### src/logic/mmio_cfg.svh
/* Register map, field positions and identity constants of the MMIO block
   Host registers are 8 bytes wide. SOFT_RESET_CYCLES must be a power of two, at least 2 */
`ifndef MMIO_CFG_SVH
`define MMIO_CFG_SVH

// ====================
// Widths and address fields
`define MMIO_ADDR_W        32
`define MMIO_DATA_W        64
`define ACTION_BIT         31      // Action space, always refused
`define BASE_HI            21      // Base group field
`define BASE_LO            8
`define OFS_HI             7       // Byte offset inside a group
`define OFS_LO             0

// ====================
// Group bases, 14 bits wide
`define BASE_SNAP          14'h000
`define BASE_DEBUG         14'h1A0
`define BASE_FIR           14'h1C0

// Offsets inside the SNAP group
`define OFS_IVR            8'h00   // RO
`define OFS_BDR            8'h08   // RO
`define OFS_SCR            8'h10   // WO, bit 0 starts soft reset
`define OFS_SSR            8'h18   // RO
`define OFS_CAP            8'h30   // RO
`define OFS_FRT            8'h40   // RO

// Offsets inside the DEBUG group
`define OFS_DBG_CLR        8'h00   // WO, self-clearing
`define OFS_TLX_CMD        8'h08
`define OFS_TLX_RSP        8'h10
`define OFS_BUF_CNT        8'h50
`define OFS_TLX_IDLE_LIM   8'h60   // RW

// Offsets inside the FIR group
`define OFS_FIFO_OVFL      8'h00
`define OFS_TLX_INTRFC     8'h08

// ====================
// Identity and soft reset
`define IMP_VERSION        64'h0000_0001_0004_0000
`define BUILD_DATE         64'h0000_0000_0000_1A2B
`define CARD_TYPE          8'h31
`define SDRAM_SIZE         16'h2000  // In MB
`define DMA_XFER_SIZE      4'h7
`define DMA_ALIGNMENT      4'h6
`define SOFT_RESET_CYCLES  16

`endif

### src/logic/mmio_pkg.sv
/* Shared types of the MMIO pipeline */
`default_nettype none

package mmio_pkg;

   // ====================
   // Register select, one value per implemented register
   typedef enum logic [3:0] {
      SEL_IVR,            // Implementation version
      SEL_BDR,            // Build date
      SEL_SCR,            // Command, write only
      SEL_SSR,            // Status
      SEL_CAP,            // Capability
      SEL_FRT,            // Free-running time
      SEL_DBG_CLR,        // Debug clear strobe, write only
      SEL_TLX_CMD,
      SEL_TLX_RSP,
      SEL_BUF_CNT,
      SEL_TLX_IDLE_LIM,   // Only read-write register
      SEL_FIFO_OVFL,
      SEL_TLX_INTRFC,
      SEL_NONE            // No match or refused access
   } reg_sel_e;

   // Direction of a host access
   typedef enum logic {
      ACC_READ,
      ACC_WRITE
   } access_e;

endpackage

`default_nettype wire

### src/logic/mmio_decode.sv
/* Stage 1: access checks and address decode, one cycle of latency
   Expects single-cycle mmio_wr or mmio_rd pulses, never both together */
`default_nettype none
`timescale 1ns/100ps
`include "mmio_cfg.svh"

module mmio_decode (
   input  wire                      clk,
   input  wire                      rst_n,
   input  wire                      mmio_wr,     // Write pulse
   input  wire                      mmio_rd,     // Read pulse
   input  wire                      mmio_dw,     // 1 = 8-byte access
   input  wire [`MMIO_ADDR_W-1:0]   mmio_addr,
   input  wire [`MMIO_DATA_W-1:0]   mmio_din,
   output logic                     req_valid,
   output mmio_pkg::access_e        req_kind,
   output mmio_pkg::reg_sel_e       req_sel,     // SEL_NONE whenever req_err
   output logic                     req_err,
   output logic [`MMIO_DATA_W-1:0]  req_wdata
);

   logic [`BASE_HI-`BASE_LO:0] base;
   logic [`OFS_HI-`OFS_LO:0]   ofs;
   mmio_pkg::reg_sel_e         sel;
   logic                       wr_only;
   logic                       rd_only;
   logic                       err;

   assign base = mmio_addr[`BASE_HI:`BASE_LO];
   assign ofs  = mmio_addr[`OFS_HI:`OFS_LO];

   // ====================
   // Base + offset to register select
   always_comb
   begin
      sel = mmio_pkg::SEL_NONE;
      case (base)
         `BASE_SNAP:
            case (ofs)
               `OFS_IVR: sel = mmio_pkg::SEL_IVR;
               `OFS_BDR: sel = mmio_pkg::SEL_BDR;
               `OFS_SCR: sel = mmio_pkg::SEL_SCR;
               `OFS_SSR: sel = mmio_pkg::SEL_SSR;
               `OFS_CAP: sel = mmio_pkg::SEL_CAP;
               `OFS_FRT: sel = mmio_pkg::SEL_FRT;
               default:  sel = mmio_pkg::SEL_NONE;
            endcase
         `BASE_DEBUG:
            case (ofs)
               `OFS_DBG_CLR:      sel = mmio_pkg::SEL_DBG_CLR;
               `OFS_TLX_CMD:      sel = mmio_pkg::SEL_TLX_CMD;
               `OFS_TLX_RSP:      sel = mmio_pkg::SEL_TLX_RSP;
               `OFS_BUF_CNT:      sel = mmio_pkg::SEL_BUF_CNT;
               `OFS_TLX_IDLE_LIM: sel = mmio_pkg::SEL_TLX_IDLE_LIM;
               default:           sel = mmio_pkg::SEL_NONE;
            endcase
         `BASE_FIR:
            case (ofs)
               `OFS_FIFO_OVFL:  sel = mmio_pkg::SEL_FIFO_OVFL;
               `OFS_TLX_INTRFC: sel = mmio_pkg::SEL_TLX_INTRFC;
               default:         sel = mmio_pkg::SEL_NONE;
            endcase
         default: sel = mmio_pkg::SEL_NONE;   // Unknown group
      endcase
   end

   // Direction rules
   assign wr_only = (sel == mmio_pkg::SEL_SCR) || (sel == mmio_pkg::SEL_DBG_CLR);
   assign rd_only = !(wr_only || (sel == mmio_pkg::SEL_TLX_IDLE_LIM));

   // Action space, 4-byte width, no match, wrong direction
   assign err = mmio_addr[`ACTION_BIT] || !mmio_dw || (sel == mmio_pkg::SEL_NONE) ||
                (mmio_wr && rd_only) || (mmio_rd && wr_only);

   // ====================
   always_ff @(posedge clk or negedge rst_n)
      if (!rst_n)
      begin
         req_valid <= 1'b0;
         req_kind  <= mmio_pkg::ACC_READ;
         req_sel   <= mmio_pkg::SEL_NONE;
         req_err   <= 1'b0;
      end
      else
      begin
         req_valid <= mmio_wr || mmio_rd;
         req_kind  <= mmio_wr ? mmio_pkg::ACC_WRITE : mmio_pkg::ACC_READ;
         req_sel   <= err ? mmio_pkg::SEL_NONE : sel;   // Refused access touches nothing
         req_err   <= err;
      end

   // Write data, loaded on writes only
   always_ff @(posedge clk)
      if (mmio_wr)
         req_wdata <= mmio_din;

endmodule

`default_nettype wire

### src/logic/mmio_regfile.sv
/* Stage 2: register storage, writes, read mux and registered response
   Refused requests arrive with SEL_NONE, so req_err only picks done or failed */
`default_nettype none
`timescale 1ns/100ps
`include "mmio_cfg.svh"

module mmio_regfile (
   input  wire                      clk,
   input  wire                      rst_n,
   input  wire                      req_valid,
   input  wire mmio_pkg::access_e   req_kind,
   input  wire mmio_pkg::reg_sel_e  req_sel,
   input  wire                      req_err,
   input  wire [`MMIO_DATA_W-1:0]   req_wdata,
   input  wire [`MMIO_DATA_W-1:0]   debug_tlx_cnt_cmd,
   input  wire [`MMIO_DATA_W-1:0]   debug_tlx_cnt_rsp,
   input  wire [`MMIO_DATA_W-1:0]   debug_buf_cnt,
   input  wire [`MMIO_DATA_W-1:0]   fir_fifo_overflow,
   input  wire [`MMIO_DATA_W-1:0]   fir_tlx_interface,
   output logic [`MMIO_DATA_W-1:0]  mmio_dout,
   output logic                     mmio_done,
   output logic                     mmio_failed,
   output logic                     debug_cnt_clear,     // One-cycle strobe
   output logic [`MMIO_DATA_W-1:0]  debug_tlx_idle_lim,
   output logic                     cmd_start            // To soft reset generator
);

   logic [`MMIO_DATA_W-1:0] frt;              // Free-running time
   logic [`MMIO_DATA_W-1:0] snap_tlx_cmd;
   logic [`MMIO_DATA_W-1:0] snap_tlx_rsp;
   logic [`MMIO_DATA_W-1:0] snap_buf_cnt;
   logic [`MMIO_DATA_W-1:0] snap_fifo_ovfl;
   logic [`MMIO_DATA_W-1:0] snap_tlx_intrfc;
   logic                    st_idle;
   logic                    st_tlx_busy;
   logic                    st_fatal;
   logic [`MMIO_DATA_W-1:0] status_word;
   logic [`MMIO_DATA_W-1:0] cap_word;
   logic [`MMIO_DATA_W-1:0] rd_data;
   logic                    wr_req;
   logic                    rd_req;

   assign wr_req = req_valid && (req_kind == mmio_pkg::ACC_WRITE);
   assign rd_req = req_valid && (req_kind == mmio_pkg::ACC_READ);

   // ====================
   // Status bits and time counter
   always_ff @(posedge clk or negedge rst_n)
      if (!rst_n)
      begin
         frt         <= '0;
         st_idle     <= 1'b0;
         st_tlx_busy <= 1'b0;
         st_fatal    <= 1'b0;
      end
      else
      begin
         frt         <= frt + 1'b1;
         st_idle     <= (debug_buf_cnt == '0);                    // Buffers drained
         st_tlx_busy <= (debug_tlx_cnt_cmd != debug_tlx_cnt_rsp); // Commands outstanding
         st_fatal    <= |{fir_fifo_overflow, fir_tlx_interface};
      end

   // Debug and FIR snapshots, one cycle behind the inputs
   always_ff @(posedge clk)
   begin
      snap_tlx_cmd    <= debug_tlx_cnt_cmd;
      snap_tlx_rsp    <= debug_tlx_cnt_rsp;
      snap_buf_cnt    <= debug_buf_cnt;
      snap_fifo_ovfl  <= fir_fifo_overflow;
      snap_tlx_intrfc <= fir_tlx_interface;
   end

   // Bit 2 was AXI busy, reads 0
   assign status_word = {60'd0, st_fatal, 1'b0, st_tlx_busy, st_idle};
   // Bit 8 NVMe is off
   assign cap_word = {24'd0, `DMA_XFER_SIZE, `DMA_ALIGNMENT, `SDRAM_SIZE, 8'd0, `CARD_TYPE};

   // ====================
   // Writes and command strobes
   always_ff @(posedge clk or negedge rst_n)
      if (!rst_n)
      begin
         debug_tlx_idle_lim <= '0;
         debug_cnt_clear    <= 1'b0;
         cmd_start          <= 1'b0;
      end
      else
      begin
         if (wr_req && (req_sel == mmio_pkg::SEL_TLX_IDLE_LIM))
            debug_tlx_idle_lim <= req_wdata;
         debug_cnt_clear <= wr_req && (req_sel == mmio_pkg::SEL_DBG_CLR) && req_wdata[0];
         cmd_start       <= wr_req && (req_sel == mmio_pkg::SEL_SCR) && req_wdata[0];
      end

   // Read mux, write-only selects fall to 0
   always_comb
   begin
      case (req_sel)
         mmio_pkg::SEL_IVR:          rd_data = `IMP_VERSION;
         mmio_pkg::SEL_BDR:          rd_data = `BUILD_DATE;
         mmio_pkg::SEL_SSR:          rd_data = status_word;
         mmio_pkg::SEL_CAP:          rd_data = cap_word;
         mmio_pkg::SEL_FRT:          rd_data = frt;
         mmio_pkg::SEL_TLX_CMD:      rd_data = snap_tlx_cmd;
         mmio_pkg::SEL_TLX_RSP:      rd_data = snap_tlx_rsp;
         mmio_pkg::SEL_BUF_CNT:      rd_data = snap_buf_cnt;
         mmio_pkg::SEL_TLX_IDLE_LIM: rd_data = debug_tlx_idle_lim;
         mmio_pkg::SEL_FIFO_OVFL:    rd_data = snap_fifo_ovfl;
         mmio_pkg::SEL_TLX_INTRFC:   rd_data = snap_tlx_intrfc;
         default:                    rd_data = '0;
      endcase
   end

   // ====================
   // Response, two cycles after the host pulse
   always_ff @(posedge clk or negedge rst_n)
      if (!rst_n)
      begin
         mmio_dout   <= '0;
         mmio_done   <= 1'b0;
         mmio_failed <= 1'b0;
      end
      else
      begin
         mmio_done   <= req_valid && !req_err;
         mmio_failed <= req_valid && req_err;
         if (rd_req)
            mmio_dout <= rd_data;   // Holds between reads
      end

endmodule

`default_nettype wire

### src/logic/mmio_top.sv
/* MMIO register block top, decode stage, register stage and soft reset generator
   Answers every request exactly two cycles later; the host cannot stall it */
`default_nettype none
`timescale 1ns/100ps
`include "mmio_cfg.svh"

module mmio_top (
   input  wire                      clk,
   input  wire                      rst_n,
   // Host side
   input  wire                      mmio_wr,
   input  wire                      mmio_rd,
   input  wire                      mmio_dw,
   input  wire [`MMIO_ADDR_W-1:0]   mmio_addr,
   input  wire [`MMIO_DATA_W-1:0]   mmio_din,
   output wire [`MMIO_DATA_W-1:0]   mmio_dout,
   output wire                      mmio_done,
   output wire                      mmio_failed,
   // Debug and FIR
   input  wire [`MMIO_DATA_W-1:0]   debug_tlx_cnt_cmd,
   input  wire [`MMIO_DATA_W-1:0]   debug_tlx_cnt_rsp,
   input  wire [`MMIO_DATA_W-1:0]   debug_buf_cnt,
   input  wire [`MMIO_DATA_W-1:0]   fir_fifo_overflow,
   input  wire [`MMIO_DATA_W-1:0]   fir_tlx_interface,
   output wire                      debug_cnt_clear,
   output wire [`MMIO_DATA_W-1:0]   debug_tlx_idle_lim,
   output wire                      soft_reset
);

   // ====================
   // Stage 1 to stage 2
   wire                      req_valid;
   mmio_pkg::access_e        req_kind;
   mmio_pkg::reg_sel_e       req_sel;
   wire                      req_err;
   wire [`MMIO_DATA_W-1:0]   req_wdata;
   wire                      cmd_start;   // SCR bit 0 written

   mmio_decode u_decode (
      .clk(clk), .rst_n(rst_n),
      .mmio_wr(mmio_wr), .mmio_rd(mmio_rd), .mmio_dw(mmio_dw),
      .mmio_addr(mmio_addr), .mmio_din(mmio_din),
      .req_valid(req_valid), .req_kind(req_kind), .req_sel(req_sel),
      .req_err(req_err), .req_wdata(req_wdata)
   );

   mmio_regfile u_regfile (
      .clk(clk), .rst_n(rst_n),
      .req_valid(req_valid), .req_kind(req_kind), .req_sel(req_sel),
      .req_err(req_err), .req_wdata(req_wdata),
      .debug_tlx_cnt_cmd(debug_tlx_cnt_cmd), .debug_tlx_cnt_rsp(debug_tlx_cnt_rsp),
      .debug_buf_cnt(debug_buf_cnt),
      .fir_fifo_overflow(fir_fifo_overflow), .fir_tlx_interface(fir_tlx_interface),
      .mmio_dout(mmio_dout), .mmio_done(mmio_done), .mmio_failed(mmio_failed),
      .debug_cnt_clear(debug_cnt_clear), .debug_tlx_idle_lim(debug_tlx_idle_lim),
      .cmd_start(cmd_start)
   );

   // Soft reset starts the cycle after cmd_start
   soft_reset_gen u_soft_reset (
      .clk(clk), .rst_n(rst_n),
      .cmd_start(cmd_start),
      .soft_reset(soft_reset)
   );

endmodule

`default_nettype wire

### src/logic/soft_reset_gen.sv
/* Stretches cmd_start into a soft-reset pulse of SOFT_RESET_CYCLES cycles
   A strobe during an active pulse is dropped, it does not restart the count */
`default_nettype none
`timescale 1ns/100ps
`include "mmio_cfg.svh"

module soft_reset_gen (
   input  wire   clk,
   input  wire   rst_n,
   input  wire   cmd_start,   // One-cycle strobe
   output logic  soft_reset
);

   localparam int CNT_W = $clog2(`SOFT_RESET_CYCLES);

   logic [CNT_W-1:0] cnt;     // Cycles spent in reset
   logic             active;

   always_ff @(posedge clk or negedge rst_n)
      if (!rst_n)
      begin
         active <= 1'b0;
         cnt    <= '0;
      end
      else if (active)
      begin
         cnt <= cnt + 1'b1;
         if (cnt == CNT_W'(`SOFT_RESET_CYCLES - 1))   // Last cycle of the pulse
         begin
            active <= 1'b0;
            cnt    <= '0;
         end
      end
      else if (cmd_start)
         active <= 1'b1;

   assign soft_reset = active;

endmodule

`default_nettype wire
### config.mk
export PLATFORM = sky130hd
export DESIGN_NAME = mmio_top
export DESIGN_NICKNAME = d
export VERILOG_FILES = /design/src/logic/mmio_pkg.sv /design/src/logic/mmio_decode.sv /design/src/logic/mmio_regfile.sv /design/src/logic/mmio_top.sv /design/src/logic/soft_reset_gen.sv
export VERILOG_INCLUDE_DIRS = /design/src /design/src/logic
export SDC_FILE = /design/constraint.sdc
export NUM_CORES = 1
export LEC_CHECK = 0
export ABC_AREA = 1
export BUFFER_PORTS_ARGS = -buffer_cell sky130_fd_sc_hd__buf_4
export CAP_MARGIN = 20
export CORE_ASPECT_RATIO = 1.5
export CORE_MARGIN = 1
export CORE_UTILIZATION = 35
export CTS_BUF_LIST = sky130_fd_sc_hd__clkbuf_16
export CTS_CLUSTER_SIZE = 28
export DETAILED_ROUTE_END_ITERATION = 7
export PLACE_DENSITY = 0.59
export SYNTH_ARGS = -nofsm -noshare
export SYNTH_HDL_FRONTEND = slang
export SYNTH_SLANG_ARGS = --single-unit
### constraint.sdc
create_clock -name clk -period 4.1 [get_ports clk]
set_clock_uncertainty 0.15 [all_clocks]
set_input_delay 0.205 -clock clk [delete_from_list [all_inputs] [get_ports clk]]
set_output_delay 0.205 -clock clk [all_outputs]
set_load 0.03 [all_outputs]
Word-level counts from Yosys, hierarchy flattened. Cells that the tools add are included.

Register bits after elaboration: 595. Input port bits: 421. Output and inout port bits: 132. Logic and storage cells: 89.

Add/sub/neg operators: 2. Eq/ne operators: 27. Multiplexer cells: 11. Bitwise gates (word level): 1. Reduce and logical (&&, ||, !) cells: 26.

Operators with widths (number): $pmux W64 S11 (1); $reduce_or A128 Y1 (1); $add A64 B1 Y64 const B (1); $logic_not A64 Y1 (1); $ne A64 B64 Y1 (1); $eq A4 B4 Y1 const B (8); $eq A14 B9 Y1 const B (2); $eq A8 B7 Y1 const B (3); $pmux W4 S6 (1); $eq A4 B3 Y1 const B (5); $pmux W4 S5 (1); $eq A8 B5 Y1 const B (2); $logic_not A14 Y1 (1); $eq A4 B2 Y1 const B (3); $pmux W4 S3 (1); $logic_and A1 B1 Y1 (11); $eq A8 B4 Y1 const B (1); $eq A8 B6 Y1 const B (1); $logic_not A8 Y1 (1); $mux W4 (2); $logic_or A1 B1 Y1 (7); $pmux W3 S2 (1); $add A4 B1 Y4 const B (1); $eq A4 B1 Y1 const B (1); 4 further kinds (9).

Logic depth before layout (Yosys ltp). Gate-level depths: netlist of run 1.

Depth in word-level cells: 11. Depth in mapped cells: 14. Depth with buffers taken out: 14.

By module. Synthesis of run 1 repeated with hierarchy kept, for this count alone.

Cells, all modules: 2672. Area total of the unflattened synthesis: 22834.4 µm².

Modules (own cells, without submodules): mmio_regfile (instances 1, cells each 2428, area each 19800.2 µm², sequential area each 11385.9 µm²); mmio_decode (instances 1, cells each 214, area each 2795.2 µm², sequential area each 2100.8 µm²); soft_reset_gen (instances 1, cells each 30, area each 239.0 µm², sequential area each 125.1 µm²).

Least setup slack after synthesis of run 1. No wires, ideal clock.

Path kind: flip-flop to flip-flop. Start: register u_decode.req_sel[2]. End: register u_regfile.mmio_dout[1]. Data arrival time: 1665 ps. Path slack: 2160 ps. Stages on the path, launching flop included: 9. Buffers on the path: 2. Path through: dfstp_2 -> inv_1 -> nand2_1 -> nor3_1 -> buf_2 -> buf_2 -> a221oi_1 -> nand3_1 -> mux2_2.

Word-level cells in the longest chain between the ends: 2. Elaborated cells between the ends (all ways): 12. Classes of those cells: eq/ne (10); mux (1); reduce/logical (1).

Ends and longest elaborated chain: start, declared (line mmio_decode.sv:17) `output mmio_pkg::reg_sel_e req_sel,`; start signal, assigned (line mmio_decode.sv:81) `req_sel <= mmio_pkg::SEL_NONE;`; start signal, assigned (line mmio_decode.sv:88) `req_sel <= err ? mmio_pkg::SEL_NONE : sel;`; $eq A4 B4 Y1 (tied with other cells) (line mmio_regfile.sv:99) `case (req_sel)`; $pmux W64 S11 * (line mmio_regfile.sv:99); end signal, assigned (line mmio_regfile.sv:129) `mmio_dout <= rd_data;`; end, declared (line mmio_regfile.sv:20) `` output logic [`MMIO_DATA_W-1:0] mmio_dout, ``.

Mark *: on every way between the ends. The rest lies on a longest branch, timed or not. A chain may end at the register's enable or synchronous reset.

Worst setup path in the final report of run 1.
Start: input mmio_addr[12]. End: register u_decode.req_sel[0].

Word-level cells in the longest chain between the ends: 10. Elaborated cells between the ends (all ways): 17. Classes of those cells: eq/ne (6); mux (2); reduce/logical (9).

Ends and longest elaborated chain: start, declared (line mmio_top.sv:14) `` input wire [`MMIO_ADDR_W-1:0] mmio_addr, ``; $eq A14 B9 Y1 / $logic_not A14 Y1 (equally long branches) (line mmio_decode.sv:37) `case (base)`; $pmux W4 S3 * (line mmio_decode.sv:37); $eq A4 B2 Y1 / $eq A4 B3 Y1 (equally long branches) (line mmio_decode.sv:68) `assign wr_only = (sel == mmio_pkg::SEL_SCR) || (sel == mmio_pkg::SEL_DBG_CLR);`; $logic_or A1 B1 Y1 (line mmio_decode.sv:68); $logic_or A1 B1 Y1 (line mmio_decode.sv:69) `assign rd_only = !(wr_only || (sel == mmio_pkg::SEL_TLX_IDLE_LIM));`; $logic_not A1 Y1 (line mmio_decode.sv:69); $logic_and A1 B1 Y1 (line mmio_decode.sv:73) `(mmio_wr && rd_only) || (mmio_rd && wr_only);`; $logic_or A1 B1 Y1 (2 in series) (line mmio_decode.sv:72) `` assign err = mmio_addr[`ACTION_BIT] || !mmio_dw || (sel == mmio_pkg::SEL_NONE) || ``; $mux W4 * (line mmio_decode.sv:88).

Marked as above.

==> impl_metrics.ini, run 1 <==
[route]
dr.pass1.iters = 7
viasPerCell = 5.01
ant_nets = 0
drt-total-wl_um = 89100
via_count = 18900
wire_per_inst_um = 23.7
drc = 0
drt_iter0_drc = 1236

[placement]
dpl.hpwl_um = 67000
place_congestion = 0.970
port_buffers = 543

[power]
vdd_drop_max_mv = 0.338
p_leak_uw = 0.0148
power_density_nw_per_um2 = 383
power_uw = 12400

[synth]
syn_inst = 1972
ys_warn_count = 0
synth_top_family_by_area = simple AND/OR/NAND/NOR gates
synth_seq_cells = 595
synth_area_um2 = 21500
synth.area.mux_share = 0.0351
ys.flop_type = dfxtp_1
synth.distinct_cells = 43
syn_nets = 2395
yosysSeqAreaShare = 0.633
synth-simple-area-share = 0.158
synth_compound_area_frac = 0.0892
synth_fa_ha_area_frac = 0.00116
avgSynthCellArea_um2 = 10.9
synth-edff-count = 64
synth-xor-area-share = 0.0481
async_flop_share = 0.355

[finish]
syn2layout_area_growth_pct = 50.2
final_cell_mix = 560 x buf_4, 395 x dlygate4sd3_1, 373 x nand2_1
nFillCells = 5326
final_common_cell = buf_4
fin_nets = 3343
drive_gt1_frac = 0.255

[worst_hold_path]
hold_class = input pin to async pin

[floorplanning]
core_um2 = 60400
die_w_um = 204
rows = 110
start_util = 0.356
die_h_um = 306
die-area_um2 = 62400
pin_count = 553

[sta]
finalSetupTns_ns = 0
drv_slew = 0
finalCriticalPeriod_ns = 3.62
rsz0062_at_grt = no
max_clock_freq_mhz = 276
timing.final.crit_share = 0.883
worstMarginPinSlew_ns = 1.05
relSlewSlack = 0.301
hold_violations = 0
final-setup-viol-count = 0

[setup_path]
path_class = input pin to flip-flop
reg2reg_from = u_decode.req_sel[0]
crit_fanout = 5
required_ns = 4.50
arrival_ns = 4.02
start_kind = input pin
crit_start = mmio_addr[12]
worstSetupEndpointType = flip-flop

[clocking]
clk_latency_ns = 0.63
root_buffer = clkbuf_16
hold_buffers = 395
cts_tree = built
clock_path_buffers = 3
cts.sinks = 595
clkTransAtPathRegs_ns = 0.06
cts_made_buffers = 57
ctsResizeCount = 0
htree_num_levels = 2
post-cts-setup-buffer-count = 0

[grt]
grt_pass1_wl_um = 131000
grt-ovfl-total = 0
track_usage = 0.286
grt_max_degree = 88
grt_pass1_vias = 20100
antenna_found_initial = 12

[run_status]
status = completed

[run]
max_cap_violations = 0
[logic make-up (layout without fill, tap and decap cells)]
| kind of cell | Yosys count | in the layout |
|---|---|---|
| compound gates | 260 | 260 |
| xor+xnor | 118 | 118 |
| fa+ha+maj | 2 | 2 |
| buf+inv | 192 | 1189 |
| flops | 595 | 595 |
| mux | 67 | 67 |
| other cells | 0 | 10 |
| simple gates | 738 | 738 |
[Yosys cell counts (8+ instances only)]
library cell | instances | area share
nand3_1 | 39 | 0.0091
nor2_2 | 8 | 0.0023
nor4_1 | 64 | 0.019
mux2_2 | 63 | 0.033
clkbuf_1 | 38 | 0.0066
dfxtp_1 | 320 | 0.30
edfxtp_1 | 64 | 0.089
a21oi_1 | 19 | 0.0044
nand4_1 | 65 | 0.019
nor2_1 | 124 | 0.022
nor3_1 | 33 | 0.0077
dfrtp_1 | 208 | 0.24
xor2_1 | 66 | 0.027
a22o_1 | 50 | 0.020
buf_2 | 30 | 0.0070
xnor2_1 | 52 | 0.021
a221oi_1 | 107 | 0.044
inv_1 | 117 | 0.020
o21ai_0 | 77 | 0.018
nand2_1 | 374 | 0.065
[power breakdown]
group	total (uW)	internal (uW)	switching, uW
clock	5220	2860	2370
combinational	952	558	395
sequential	6210	6140	67.6
[layer usage]
| metal | global-route usage | part of all wire |
|---|---|---|
| met2 | 0.490 | 0.50 |
| met3 | 0.0414 | 0.051 |
| met1 | 0.358 | 0.40 |
| met4 | 0.118 | 0.043 |
| met5 | 0 | 0.00010 |
[path summary, 6_finish.rpt]
kind	endpoint	slack [ns]	cells past startpoint
min in group clk	u_decode.req_sel[1]	0.06	7
max in group asynchronous	u_regfile.frt[4]	2.72	3
max reg2reg	u_regfile.mmio_dout[24]	1.04	10
max	u_decode.req_sel[0]	0.48	14
min reg2reg	u_regfile.mmio_done	0.28	1
min	u_regfile.mmio_dout[23]	0.04	2
[cell type report]
| class | instances | area [um2] | area share |
|---|---|---|---|
| clock buffer | 62 | 1550 | 0.0481 |
| clock inverter | 46 | 287 | 0.00888 |
| multi-input combinational | 1185 | 7150 | 0.222 |
| sequential | 595 | 13600 | 0.422 |
| tap | 784 | 981 | 0.0304 |
| inverter | 123 | 462 | 0.0143 |
| antenna | 10 | 25.0 | 0.000775 |
| timing repair buffer | 958 | 8210 | 0.254 |
[critical path, stage by stage]
cell           delay [ns]
dlygate4sd3_1        0.54
buf_4                0.14
nor2_1               0.09
dlygate4sd3_1        0.56
nand3_1              0.10
dlygate4sd3_1        0.57
nor2_1               0.15
nand2_1              0.06
dlygate4sd3_1        0.55
nand3_1              0.09
nand3_1              0.10
nand2_1              0.15
nand4_1              0.13
dlygate4sd3_1        0.58
[through the flow]
stage,setup WS [ns],instances,area (um2),utilization,hold WS [ns]
after floorplan,2.16,1972,21500,-,-0.241
after global placement,1.15,3250,26500,0.438,0.122
after detailed placement,1.09,3250,26500,0.438,0.127
after CTS,0.612,3753,32300,0.534,0.00322
after global routing,0.296,3763,32300,0.534,0.0669
final,0.478,3763,32300,0.534,0.0355
(Power assumes the default switching activity.)
==> run 2: changes to the inputs <==
Settings changed: PLACE_DENSITY 0.59 to 0.61.
Clock period 4.1 ns to 3.05 ns, I/O delays scaled along.
==> run 2 against run 1 <==
Against the previous run: worst hold slack improved by 0.0066 ns; critical path depth fell by 4; sequential share of layout area fell by 0.29 points; sequential power rose by 34%; non-clock buffer count rose by 19; critical endpoint is now u_regfile.mmio_dout[50]; power rose by 34%; cell count rose by 0.37%; clock power rose by 34%; cell area rose by 0.70%; highest routed layer is now met4; count of clock-buffer cells in the layout fell by 3.
==> impl_metrics.ini, run 2 (synthesis gave the netlist of run 1 again) <==
[floorplanning]
start_util = 0.356
die_h_um = 306
die-area_um2 = 62400
die_w_um = 204
core_um2 = 60400
pin_count = 553
rows = 110

[placement]
dpl.hpwl_um = 67400
port_buffers = 543
dp_cells = 3268
place_congestion = 0.963
pre_cts_ws_ns = 0.483

[setup_path]
crit_fanout = 34
arrival_ns = 2.97
worst-r2r-cell-count = 10
required_ns = 3.38
crit_top_cell = nand2_1
regToRegSetupSlack_ns = 0.41
path_cells = inv_1 -> nand2_1 -> inv_1 -> nand3_1 -> inv_2 -> buf_12 -> a221oi_1 -> nand2_1 -> nand2_1 -> nand2_1
reg2reg_from = u_decode.req_sel[2]
start_kind = flip-flop
worstSetupEndpointType = flip-flop
path_delay_family = compound AO/OA/AOI/OAI gates
cp_slowest_cell = a221oi_1
path_class = flip-flop to flip-flop
worst_r2r_endpoint = u_regfile.mmio_dout[50]
crit_buf_inv = 4
crit_path_max_incr_delay_ns = 0.69

[sta]
finalCriticalPeriod_ns = 2.64
hold_violations = 0
worstMarginPinSlew_ns = 0.819
relSlewSlack = 0.449
rsz0062_at_grt = no
fin_ws_ns = 0.408
finalSetupTns_ns = 0
final-setup-viol-count = 0
timing.final.crit_share = 0.866
drv_slew = 0
max_clock_freq_mhz = 378

[finish]
nFillCells = 5190
final_common_cell = buf_4
syn2layout_area_growth_pct = 51.2
fin_nets = 3362
drive_gt1_frac = 0.261
final_cells = 3777
final_cell_mix = 570 x buf_4, 395 x dlygate4sd3_1, 373 x nand2_1

[grt]
track_usage = 0.284
grt_pass1_vias = 20100
grt_max_degree = 62
grt-ovfl-total = 0
grt_pass1_wl_um = 130000
antenna_found_initial = 5

[route]
drt-met1-wl_um = 35800
drt_iter0_drc = 1372
drc = 0
dr.pass1.iters = 5
ant_nets = 0
route.met3.wl_um = 4890
routed.top_layer = met4
dr_wl_met2_um = 45000
drt-total-wl_um = 90000
viasPerCell = 5.09
wire_per_inst_um = 23.8
via_count = 19200

[run_status]
status = completed

[clocking]
clkTransAtPathRegs_ns = 0.06
root_buffer = clkbuf_16
htree_num_levels = 2
clk_latency_ns = 0.62
cts_made_buffers = 57
cts_tree = built
cts.sinks = 595
clock_path_buffers = 3

[power]
p_leak_uw = 0.0149
vdd_drop_max_mv = 0.463
power_density_nw_per_um2 = 512

[worst_hold_path]
hold_class = input pin to flip-flop
hold-path-cell-count = 2
hold_path_startpoint = fir_fifo_overflow[27]
hold-path-endpoint = u_regfile.snap_fifo_ovfl[27]

[run]
max_cap_violations = 0
-- run 2: cell types whose count changed in the layout (fill, tap and decap cells not counted) --
| cell | delta |
|---|---|
| inv_1 | -2 |
| clkbuf_16 | -3 |
| inv_4 | +4 |
| clkinv_1 | -3 |
| buf_4 | +10 |
| clkinv_4 | +1 |
| inv_16 | -1 |
| bufinv_16 | +2 |
| clkinv_2 | +2 |
| inv_6 | -1 |
| diode_2 | -4 |
| buf_12 | +9 |
-- run 2: per-stage QoR --
stage	instance area (um2)	hold slack [ns]	util	power, uW
6_report	32500	0.0421	0.538	16600
5_1_grt	32500	0.0197	0.538	17100
4_1_cts	32500	0.00721	0.538	16700
3_5_place_dp	26700	0.0270	0.442	9350
3_3_place_gp	26700	0.0211	0.442	9330
2_1_floorplan	21500	-0.293	-	8620
-- run 2: worst max-delay path by stage --
stage | startpoint | end | slack (ns) | cells after the start
floorplan | u_decode.req_sel[2] | u_regfile.mmio_dout[1] | 1.11 | 8
global placement | u_decode.req_sel[3] | u_regfile.debug_tlx_idle_lim[14] | 0.53 | 5
detailed placement | u_decode.req_sel[3] | u_regfile.debug_tlx_idle_lim[13] | 0.48 | 5
CTS | u_decode.req_sel[3] | u_regfile.debug_tlx_idle_lim[13] | 0.48 | 5
global route | u_decode.req_sel[2] | u_regfile.mmio_dout[63] | 0.33 | 12
finish | u_decode.req_sel[2] | u_regfile.mmio_dout[50] | 0.41 | 10
-- run 2: final cells by class --
class                      instances  area, um2  share of cell area
antenna                            6       15.0            0.000462
clock inverter                    48        343              0.0105
inverter                         123        462              0.0142
clock buffer                      59       1480              0.0454
multi-input combinational       1185       7150               0.220
timing repair buffer             977       8470               0.260
sequential                       595      13600               0.419
tap                              784        981              0.0302
-- run 2: layer usage --
metal | GRT usage | vias to the layer above
met2 | 0.491 | 773
li1 | - | 8791
met1 | 0.347 | 9432
met3 | 0.0433 | 223
met5 | 0 | -
met4 | 0.128 | 0
-- run 2: timing repair --
| action | CTS | global route |
|---|---|---|
| resized for setup | 0 | 0 |
| setup buffers | 0 | 0 |
| hold endpoints to repair | 631 | 0 |
| hold buffers | 396 | 0 |
-- run 2: worst reg2reg max path, cell delays in order (launching register included) --
cell      delay [ns]
dfstp_2         0.55
inv_1           0.07
nand2_1         0.18
inv_1           0.08
nand3_1         0.19
inv_2           0.14
buf_12          0.19
a221oi_1        0.73
nand2_1         0.10
nand2_1         0.09
nand2_1         0.04
-- run 2: power breakdown --
group | switching [uW] | total (uW) | internal [uW]
logic | 538 | 1300 | 760
clock network | 3150 | 7000 | 3850
registers | 91.5 | 8340 | 8250
==> run 3: changes to the inputs <==
Settings changed: BUFFER_PORTS_ARGS -buffer_cell sky130_fd_sc_hd__buf_4 to -buffer_cell sky130_fd_sc_hd__buf_2.
==> run 3 against run 2 <==
Against the previous run: the run now ends with hold timing left; non-clock buffer count is 10 higher; flip-flop and latch count stayed put; sequential power hardly changed; highest routed layer is now met5.
==> impl_metrics.ini, run 3 (synthesis gave the netlist of run 1 again) <==
[sta]
final-setup-viol-count = 0
drv_slew = 0
whs_ns = -0.0266
finalSetupTns_ns = 0
hold_violations = 8
relSlewSlack = 0.486
max_clock_freq_mhz = 346
timing.final.crit_share = 0.947
rsz0062_at_grt = no
finalCriticalPeriod_ns = 2.89
worstMarginPinSlew_ns = 0.763

[setup_path]
required_ns = 3.45
start_kind = input pin
path_class = input pin to flip-flop
crit_path_max_incr_delay_ns = 0.57
worstSetupEndpointType = flip-flop
crit_buf_inv = 5
path_delay_family = buffers and inverters
worst_r2r_endpoint = u_regfile.mmio_dout[50]
crit_fanout = 5
cp_slowest_cell = dlygate4sd3_1
arrival_ns = 3.29
crit_top_cell = dlygate4sd3_1
crit_start = mmio_addr[15]
worst-r2r-cell-count = 10
reg2reg_from = u_decode.req_sel[2]
regToRegSetupSlack_ns = 0.43
path_cells = dlygate4sd3_1 -> buf_2 -> nand3_1 -> dlygate4sd3_1 -> nor2_2 -> dlygate4sd3_1 -> nand2_1 -> dlygate4sd3_1 -> nand3_2 -> nand3_2 -> nor2_2 -> nor2_2 -> nand2_1 -> nor2_1

[route]
viasPerCell = 5.10
drt_iter0_drc = 1499
wire_per_inst_um = 23.5
dr.pass1.iters = 6
drt-total-wl_um = 89200
via_count = 19300
drc = 0
ant_nets = 0

[power]
power_density_nw_per_um2 = 523
vdd_drop_max_mv = 0.476
p_leak_uw = 0.0146

[run_status]
violations = hold timing
status = complete, but fails checks

[placement]
place_congestion = 0.960
port_buffers = 543
dpl.hpwl_um = 67500
place_area_um2 = 25400

[clocking]
root_buffer = clkbuf_16
cts_tree = built
clkTransAtPathRegs_ns = 0.07
cts_made_buffers = 56
clock_path_buffers = 3
post-cts-setup-buffer-count = 0
cts.sinks = 595
htree_num_levels = 2
clk_latency_ns = 0.62

[floorplanning]
start_util = 0.356
core_um2 = 60400
rows = 110
die_h_um = 306
pin_count = 553
die_w_um = 204
die-area_um2 = 62400

[grt]
antenna_found_initial = 10
grt_pass1_vias = 20200
grt_pass1_wl_um = 129000
grt_max_degree = 80
track_usage = 0.282
grt-ovfl-total = 0

[finish]
final_cell_mix = 541 x buf_2, 402 x dlygate4sd3_1, 371 x nand2_1
fin_nets = 3371
final_area_um2 = 31200
final_common_cell = buf_2
drive_gt1_frac = 0.263
syn2layout_area_growth_pct = 45.2

[worst_hold_path]
hold_class = input pin to async pin

[run]
max_cap_violations = 0
run 3: power breakdown:
group | internal [uW] | switching, uW | total, uW
logic | 613 | 518 | 1130
clock network | 3700 | 3170 | 6860
registers | 8250 | 97.5 | 8350
total | 12600 | 3780 | 16300
run 3: worst max-delay path by stage:
stage	endpoint	cells past startpoint	slack [ns]
floorplan	u_regfile.mmio_dout[1]	8	1.11
global placement	u_regfile.debug_tlx_idle_lim[14]	5	0.53
detailed placement	u_regfile.debug_tlx_idle_lim[14]	5	0.50
CTS	u_decode.req_sel[1]	14	0.10
global route	u_decode.req_sel[1]	14	0.01
finish	u_decode.req_sel[1]	14	0.16
run 3: final cells by class:
class                      instances  area (um2)
clock buffer                      61        1530
multi-input combinational       1185        7170
fill                            5425       29200
sequential                       595       13600
inverter                         123         462
antenna                            9        22.5
timing repair buffer             987        7190
clock inverter                    44         254
tap                              784         981
run 3: timing repair:
item                                    4_1_cts  5_1_grt
hold endpoints to repair                    646        0
endpoints found under the setup margin        0        5
hold buffers                                404        0
resized for setup                             0        8
run 3: per-stage QoR:
step	total power [uW]	utilization	hold slack (ns)	instances	setup slack (ns)
3_3_place_gp	9180	0.420	0.0564	3271	0.529
4_1_cts	16400	0.516	0.00129	3780	0.103
2_1_floorplan	8620	-	-0.293	1972	1.11
3_5_place_dp	9200	0.420	0.0530	3271	0.496
5_1_grt	16800	0.517	0.0277	3787	0.0107
6_report	16300	0.517	-0.0266	3788	0.161
run 3: metal layers:
layer,vias up,track usage,wire (um),part of all wire
met2,885,0.481,44400,0.50
met3,247,0.0385,4850,0.054
met5,-,0,13,0.00015
li1,8818,-,-,-
met1,9357,0.346,35300,0.40
met4,2,0.141,4550,0.051
